===== config.mk =====
export PLATFORM = sky130hd
export DESIGN_NAME = trig_process_top
export DESIGN_NICKNAME = d
export VERILOG_FILES = /design/src/trig_pkg.sv /design/src/trig_frame_aligner.sv /design/src/surf_trig_lane.sv /design/src/trig_merge.sv /design/src/trig_process_top.sv
export SDC_FILE = /design/constraint.sdc
export NUM_CORES = 1
export LEC_CHECK = 0
export ABC_AREA = 1
export BUFFER_PORTS_ARGS = -buffer_cell sky130_fd_sc_hd__buf_2
export CAP_MARGIN = 20
export CORE_MARGIN = 4
export CORE_UTILIZATION = 40
export CTS_BUF_LIST = sky130_fd_sc_hd__clkbuf_4 sky130_fd_sc_hd__clkbuf_8
export CTS_CLUSTER_SIZE = 25
export DETAILED_ROUTE_END_ITERATION = 10
export HOLD_SLACK_MARGIN = 0.08
export MAX_ROUTING_LAYER = met4
export PLACE_DENSITY_LB_ADDON = 0.2
export SLEW_MARGIN = 20
export SYNTH_ARGS = -nofsm -noshare
export SYNTH_HDL_FRONTEND = slang
export SYNTH_SLANG_ARGS = --single-unit

===== constraint.sdc =====
create_clock -name sys_clk -period 3.25 [get_ports sys_clk]
set_input_delay 0.65 -clock sys_clk [delete_from_list [all_inputs] [get_ports sys_clk]]
set_output_delay 0.65 -clock sys_clk [all_outputs]
set_load 0.01 [all_outputs]

===== src/trig_pkg.sv =====
package trig_pkg;

    // one trigger word per board per frame
    localparam int WORD_W  = 16;
    // frame counter and trigger time
    localparam int FRAME_W = 12;
    // trigger type carried in the header
    localparam int TYPE_W  = 3;
    // sub-frame time carried in the header
    localparam int SUBT_W  = 12;

    // header view of a trigger word
    // top bit marks a header, the rest is type and sub-frame time
    typedef struct packed {
        logic              hdr_flag;
        logic [TYPE_W-1:0] trig_type;
        logic [SUBT_W-1:0] sub_time;
    } trig_hdr_t;

    // one word read two ways
    // first frame of a message decodes as header
    // second frame is opaque metadata, top bit included
    typedef union packed {
        trig_hdr_t         hdr;
        logic [WORD_W-1:0] meta;
    } trig_word_u;

    // aligner to lane
    // strobe is high for one cycle per frame
    typedef struct packed {
        logic               strobe;
        trig_word_u         word;
        logic [FRAME_W-1:0] frame;
    } lane_beat_t;

    // lane to merger
    // hit pulses once when the metadata word closes a message
    typedef struct packed {
        logic               hit;
        // frame number of the header word
        logic [FRAME_W-1:0] frame;
        logic [TYPE_W-1:0]  trig_type;
        logic [SUBT_W-1:0]  sub_time;
        logic [WORD_W-1:0]  meta;
    } lane_event_t;

    // merged trigger record
    // the hit mask travels on its own port since its width follows NSURF
    typedef struct packed {
        // header frame minus the programmable offset
        logic [FRAME_W-1:0] trig_time;
        logic [TYPE_W-1:0]  trig_type;
        logic [SUBT_W-1:0]  sub_time;
        logic [WORD_W-1:0]  meta;
    } trig_rec_t;

endpackage


===== src/trig_frame_aligner.sv =====
`timescale 1ns/10ps
module trig_frame_aligner #(
    parameter int NSURF = 8
) (
    input  logic                                sys_clk,
    input  logic                                runrst,
    // all boards, board n at bits n*WORD_W
    input  logic [NSURF*trig_pkg::WORD_W-1:0]   trig_dat_i,
    // one-cycle pulse, every 4th cycle
    input  logic                                trig_dat_valid_i,
    output trig_pkg::lane_beat_t [NSURF-1:0]    beat_o
);

    // running frame number
    logic [trig_pkg::FRAME_W-1:0] frame_cnt_q;
    // frame number stamped on the captured words
    logic [trig_pkg::FRAME_W-1:0] frame_stamp_q;
    // one-cycle beat strobe shared by all lanes
    logic                         beat_stb_q;
    // captured word per board
    trig_pkg::trig_word_u [NSURF-1:0] word_q;

    // frame counter and beat strobe
    always_ff @(posedge sys_clk) begin
        if (runrst) begin
            frame_cnt_q <= '0;
            beat_stb_q  <= 1'b0;
        end else begin
            // strobe follows the frame pulse by one cycle
            beat_stb_q <= trig_dat_valid_i;
            // first frame after reset is numbered 0
            if (trig_dat_valid_i) begin
                frame_cnt_q <= frame_cnt_q + 1'b1;
            end
        end
    end

    // stamp taken before the increment
    always_ff @(posedge sys_clk) begin
        if (trig_dat_valid_i) begin
            frame_stamp_q <= frame_cnt_q;
        end
    end

    // capture every board on the frame pulse
    always_ff @(posedge sys_clk) begin
        if (trig_dat_valid_i) begin
            for (int n = 0; n < NSURF; n++) begin
                word_q[n] <= trig_dat_i[n*trig_pkg::WORD_W +: trig_pkg::WORD_W];
            end
        end
    end

    // fan out
    // all lanes see the same strobe and frame, only the word differs
    always_comb begin
        for (int n = 0; n < NSURF; n++) begin
            beat_o[n].strobe = beat_stb_q;
            beat_o[n].word   = word_q[n];
            beat_o[n].frame  = frame_stamp_q;
        end
    end

endmodule


===== src/surf_trig_lane.sv =====
`timescale 1ns/10ps
module surf_trig_lane (
    input  logic                  sys_clk,
    input  logic                  runrst,
    input  trig_pkg::lane_beat_t  beat_i,
    // this board's mask bit
    // loaded on the update strobe
    input  logic                  mask_i,
    input  logic                  mask_update_i,
    output trig_pkg::lane_event_t event_o
);

    // set means the board is ignored
    logic                         mask_q;
    // header seen so the next beat is metadata
    logic                         pend_q;
    // stored header fields
    logic [trig_pkg::TYPE_W-1:0]  hdr_type_q;
    logic [trig_pkg::SUBT_W-1:0]  hdr_subt_q;
    logic [trig_pkg::FRAME_W-1:0] hdr_frame_q;
    // event outputs
    logic                         hit_q;
    logic [trig_pkg::FRAME_W-1:0] ev_frame_q;
    logic [trig_pkg::TYPE_W-1:0]  ev_type_q;
    logic [trig_pkg::SUBT_W-1:0]  ev_subt_q;
    logic [trig_pkg::WORD_W-1:0]  ev_meta_q;

    // idle lane and a header word
    logic take_hdr;
    // pending header and any word
    logic take_meta;

    assign take_hdr  = beat_i.strobe && !mask_q && !pend_q && beat_i.word.hdr.hdr_flag;
    // top bit does not matter here
    assign take_meta = beat_i.strobe && !mask_q && pend_q;

    // mask register
    // reset masks every board
    always_ff @(posedge sys_clk) begin
        if (runrst) begin
            mask_q <= 1'b1;
        end else if (mask_update_i) begin
            mask_q <= mask_i;
        end
    end

    // two-word message FSM
    always_ff @(posedge sys_clk) begin
        if (runrst) begin
            pend_q <= 1'b0;
            hit_q  <= 1'b0;
        end else begin
            hit_q <= take_meta;
            if (mask_q) begin
                // masked board drops a half message
                pend_q <= 1'b0;
            end else if (take_hdr) begin
                pend_q <= 1'b1;
            end else if (take_meta) begin
                pend_q <= 1'b0;
            end
        end
    end

    // header hold
    always_ff @(posedge sys_clk) begin
        if (take_hdr) begin
            hdr_type_q  <= beat_i.word.hdr.trig_type;
            hdr_subt_q  <= beat_i.word.hdr.sub_time;
            hdr_frame_q <= beat_i.frame;
        end
    end

    // event payload
    // frame is the header's and not the metadata's
    always_ff @(posedge sys_clk) begin
        if (take_meta) begin
            ev_frame_q <= hdr_frame_q;
            ev_type_q  <= hdr_type_q;
            ev_subt_q  <= hdr_subt_q;
            ev_meta_q  <= beat_i.word.meta;
        end
    end

    always_comb begin
        event_o.hit       = hit_q;
        event_o.frame     = ev_frame_q;
        event_o.trig_type = ev_type_q;
        event_o.sub_time  = ev_subt_q;
        event_o.meta      = ev_meta_q;
    end

endmodule


===== src/trig_merge.sv =====
`timescale 1ns/10ps
module trig_merge #(
    parameter int NSURF = 8
) (
    input  logic                                sys_clk,
    input  logic                                runrst,
    input  trig_pkg::lane_event_t [NSURF-1:0]   event_i,
    // subtracted from the header frame
    input  logic [trig_pkg::FRAME_W-1:0]        trig_offset_i,
    output logic                                trig_valid_o,
    output logic [NSURF-1:0]                    trig_hitmask_o,
    output trig_pkg::trig_rec_t                 trig_rec_o
);

    // reduction of the current cycle
    logic [NSURF-1:0]    hit_vec;
    // lowest hitting lane, time still raw frame
    trig_pkg::trig_rec_t sel_rec;

    // stage 1
    logic                s1_vld_q;
    logic [NSURF-1:0]    s1_mask_q;
    trig_pkg::trig_rec_t s1_rec_q;

    // stage 2 outputs
    logic                out_vld_q;
    logic [NSURF-1:0]    out_mask_q;
    trig_pkg::trig_rec_t out_rec_q;

    // gather hits and pick the lowest index
    // walk downward so the last match wins
    always_comb begin
        hit_vec = '0;
        sel_rec = '0;
        for (int n = NSURF - 1; n >= 0; n--) begin
            hit_vec[n] = event_i[n].hit;
            if (event_i[n].hit) begin
                sel_rec.trig_time = event_i[n].frame;
                sel_rec.trig_type = event_i[n].trig_type;
                sel_rec.sub_time  = event_i[n].sub_time;
                sel_rec.meta      = event_i[n].meta;
            end
        end
    end

    // stage 1 control
    always_ff @(posedge sys_clk) begin
        if (runrst) begin
            s1_vld_q <= 1'b0;
        end else begin
            // any lane finishing this frame
            s1_vld_q <= |hit_vec;
        end
    end

    // stage 1 payload
    always_ff @(posedge sys_clk) begin
        s1_mask_q <= hit_vec;
        s1_rec_q  <= sel_rec;
    end

    // stage 2 control
    always_ff @(posedge sys_clk) begin
        if (runrst) begin
            out_vld_q <= 1'b0;
        end else begin
            out_vld_q <= s1_vld_q;
        end
    end

    // stage 2 payload
    // output holds the last record between pulses
    always_ff @(posedge sys_clk) begin
        if (s1_vld_q) begin
            out_mask_q <= s1_mask_q;
            // wraps modulo 4096
            out_rec_q.trig_time <= s1_rec_q.trig_time - trig_offset_i;
            out_rec_q.trig_type <= s1_rec_q.trig_type;
            out_rec_q.sub_time  <= s1_rec_q.sub_time;
            out_rec_q.meta      <= s1_rec_q.meta;
        end
    end

    assign trig_valid_o   = out_vld_q;
    assign trig_hitmask_o = out_mask_q;
    assign trig_rec_o     = out_rec_q;

endmodule


===== src/trig_process_top.sv =====
`timescale 1ns/10ps
module trig_process_top #(
    parameter int NSURF = 8
) (
    input  logic                              sys_clk,
    input  logic                              runrst,
    // board words, flat
    input  logic [NSURF*trig_pkg::WORD_W-1:0] trig_dat_i,
    input  logic                              trig_dat_valid_i,
    // per-board mask, loaded on the strobe
    input  logic [NSURF-1:0]                  trigmask_i,
    input  logic                              trigmask_update_i,
    input  logic [trig_pkg::FRAME_W-1:0]      trig_offset_i,
    output logic                              trig_valid_o,
    output logic [NSURF-1:0]                  trig_hitmask_o,
    output trig_pkg::trig_rec_t               trig_rec_o
);

    // aligner to lanes
    trig_pkg::lane_beat_t  [NSURF-1:0] beat;
    // lanes to merger
    trig_pkg::lane_event_t [NSURF-1:0] lane_event;

    // frame counter and word capture
    trig_frame_aligner #(
        .NSURF (NSURF)
    ) u_aligner (
        .sys_clk          (sys_clk),
        .runrst           (runrst),
        .trig_dat_i       (trig_dat_i),
        .trig_dat_valid_i (trig_dat_valid_i),
        .beat_o           (beat)
    );

    // one decoder per board
    for (genvar n = 0; n < NSURF; n++) begin : g_lane
        surf_trig_lane u_lane (
            .sys_clk       (sys_clk),
            .runrst        (runrst),
            .beat_i        (beat[n]),
            .mask_i        (trigmask_i[n]),
            .mask_update_i (trigmask_update_i),
            .event_o       (lane_event[n])
        );
    end

    // same-frame events into one record
    trig_merge #(
        .NSURF (NSURF)
    ) u_merge (
        .sys_clk        (sys_clk),
        .runrst         (runrst),
        .event_i        (lane_event),
        .trig_offset_i  (trig_offset_i),
        .trig_valid_o   (trig_valid_o),
        .trig_hitmask_o (trig_hitmask_o),
        .trig_rec_o     (trig_rec_o)
    );

endmodule


==> results.md <==
* Synth cell types at 36
* CP Max Fanout at 31
* Clk buf depth at 3
* Busiest grt layer: met2
* Global route overflow at 0
* Final setup margin at 1168 ps
* Peak supply drop at 0.2813 mV
* Layout area overhead at 21.94%
* Final std cells w/o fill at 3380
* FF-to-FF path depth at 3
* Synth Net Count at 2039
* Slowest-stage cell, CP: dfxtp_1
* Fraction of layout cells with a size suffix above 1 at 20.58%
* Area post-placement at 0.03123 mm²
* PortBufs at 203
* Reg clk slew, reported paths at 60 ps
* Initial core utilization at 40.44%
* Register area at 0.02436 mm²
* Number of remaining DRC errors at 0
* Worst EP arrival at 2480 ps
* Synthesis-stage register bit count at 841
* Slew @ Worst Pin at 1020 ps
* H-Tree Depth at 4
* M2 GR Usage at 28.57%
* Site Rows at 98
* Setup tns final at 0 ps
* Sequential share of the synthesized area at 83.94%
* CTS tree: yes
* Syn Inst Count at 1874
* FILL cells at 6082
* Area of the multi-input gates at 0.004110 mm²
* Post-CTS Setup Bufs at 0
* CTS buffer count at 139
* Router iterations before antenna repair at 5
* First-pass GRT wire length at 96740 µm
* Die area at 0.07690 mm²
* Crit Path Category: reg2reg
* Skew-Pair Late Insertion Delay at 780 ps
* DIE WIDTH at 277.3 µm
* Core area at 0.07173 mm²
* RSZ-0062 raised after global routing: false
* Net count, final at 2488
* Vias in the first global route at 16560
* Root buffer cell: clkbuf_8
* Via-per-instance ratio at 4.647
* Ys Warns at 0
* Final Cell Area at 0.03538 mm²
* Crit path time final at 2082 ps
* Final-report setup violation count at 0
* Clk sink count at 841
* Final Hold Fails at 0
* Maximum number of pins on one net before global-route repair at 54
* Worst EP required at 3640 ps
* RePlAce Congestion at 0.8185
* Crit start category: register
* Synth Area per Inst at 15.48 µm²
* ANT nets after route at 0
* Delay of the slowest cell on the worst path at 630 ps
* Power per cell area at 610.3 mW/mm²
* Crit-path cells: nand3_1 > inv_2 > buf_4
* Tot GR Track Use at 17.12%
* Io pins at 204
* Global Route met3 Usage at 3.913%
* Final period util at 64.06%
* P_leak at 13.35 nW
* Hold path depth at 1
* Wire per inst at 18.91 µm
* Fin. max-slew vios at 0
* Hold Crit Class: in2reg
* Drt initial violations at 930
* Met1 Use GR at 20.40%
* Status: complete, no violations
* CP Capture Type: register
* Synth Cell Area at 0.02901 mm²
* Dpl hpwl at 39890 µm
* DP Worst Slack at 1080 ps
* Placed instance count at 2997
* Die H at 277.3 µm
* Maxcap violations at 0
* Clk_skew at 37.35 ps
* Highest clock rate at 480.3 MHz
* Routed vias at 15710
* Post-Route WL at 63930 µm
* Max_slew headroom at 31.87%
* Initial antenna violation count at 1
==> cell families (layout without fill, tap and decap cells) <==
logic type      count (synthesis)  in the layout  synth area share (%)
flops                         841            841                 83.94
other cells                     0              1                     0
xor+xnor                        8              8                0.2415
buf+inv                       127            682                 2.010
fa+ha+maj                      13             13                0.5865
compound gates                185            185                 3.774
simple gates                  700            700                 9.445
==> per-layer routing <==
metal / up-vias / wire length (µm)
li1: 7582 / -
met1: 7633 / 26600
met2: 392 / 32580
met3: 100 / 2852
met4: 0 / 1904
met5: - / 0
==> where the power goes <==
part,total [W],internal [W],leakage (nW),switching (W)
logic,0.000385,0.000206,4.22,0.000179
clock network,0.00913,0.00503,1.48,0.00410
registers,0.0121,0.0120,7.65,0.000121
total,0.0216,0.0172,13.3,0.00440
==> layout by cell type (no fill, tap or decap), types with 5 or more instances in the layout <==
cell and instances:
buf_4 26, ha_1 12, clkinv_2 5, inv_6 8, nand2_1 516, nor3_1 11, o221a_2 6, inv_1 53
a21oi_1 112, nor2_2 7, o211ai_1 6, o21a_1 35, dlygate4sd3_1 135, inv_2 9, edfxtp_1 751, clkbuf_8 153
clkbuf_4 57, nand3_1 38, buf_12 5, clkinv_1 18, a22oi_1 9, nor2_1 115, buf_2 202, dfxtp_1 86
o21ai_0 14
==> critical path: cells and delay by family, from the launching register on <==
kind	cells	cell delay, ps
AND/OR/NAND/NOR	1	230
buffers and inverters	2	830
flip-flops	1	630
==> stage by stage <==
stage | hold slack (ps) | power (W) | util (%)
2_1_floorplan | 325.8 | 0.01230 | -
3_3_place_gp | 365.6 | 0.01255 | 43.53
3_5_place_dp | 367.2 | 0.01257 | 43.53
4_1_cts | 84.27 | 0.02186 | 49.31
5_1_grt | 91.05 | 0.02245 | 49.32
6_report | 171.2 | 0.02159 | 49.32
==> sequential cells by signal (all words and copies together) (netlist names), 8 cells and up <==
register / count
u_merge.trig_hitmask_o: 8
g_lane.u_lane.hdr_type_q: 24
u_aligner.frame_cnt_q: 12
u_merge.s1_rec_q: 43
g_lane.u_lane.pend_q: 8
g_lane.u_lane.ev_type_q: 24
u_merge.trig_rec_o: 43
u_merge.s1_mask_q: 8
g_lane.u_lane.ev_meta_q: 128
g_lane.u_lane.mask_q: 8
u_aligner.beat_o: 128
u_aligner.frame_stamp_q: 12
g_lane.u_lane.ev_subt_q: 96
g_lane.u_lane.hdr_frame_q: 96
g_lane.u_lane.hdr_subt_q: 96
g_lane.u_lane.hit_q: 8
g_lane.u_lane.ev_frame_q: 96
==> cell type report <==
type | count | area share [%]
diodes | 1 | 0.007074
clock buffers | 210 | 7.162
clock inverters | 37 | 0.7392
inverters | 66 | 0.7144
multi-input cells | 906 | 11.62
flip-flops and latches | 841 | 68.85
well taps | 950 | 3.360
repair buffers | 369 | 7.544
==> path summary, 6_finish.rpt <==
kind	startpoint	slack [ps]	to
setup / recovery	u_aligner.beat_stb_q	1170	g_lane[0].u_lane.ev_meta_q[1]
setup reg to reg	u_aligner.beat_stb_q	1170	g_lane[0].u_lane.ev_meta_q[1]
hold reg to reg	g_lane[7].u_lane.hit_q	380	u_merge.s1_mask_q[7]
hold / removal	trig_dat_i[73]	170	u_aligner.beat_o[137]
==> synthesized netlist by cell type (all sizes together) <==
cell type  instances  share of area (%)
a21oi            112                1.9
a22oi              9               0.23
a31oi              1              0.022
buf               35               0.80
clkbuf            26               0.34
clkinv             2              0.043
dfxtp             90                6.2
edfxtp           751                 78
fa                 1              0.069
ha                12               0.52
inv               64               0.83
nand2            517                6.7
nand3             38               0.66
nand4              4              0.086
nor2             126                1.7
nor3              12               0.22
nor3b              1              0.026
nor4               1              0.022
o211ai             6               0.16
o21a              35               0.91
o21ai             14               0.24
o21bai             2              0.052
o221a              6               0.23
or2                1              0.030
xnor2              4               0.12
xor2               4               0.12
==> timing repair <==
| action | in CTS | in global routing |
|---|---|---|
| hold endpoints to repair | 135 | 0 |
| hold buffers | 135 | 0 |
| gates resized for setup | 0 | 0 |
(Power assumes the default switching activity.)
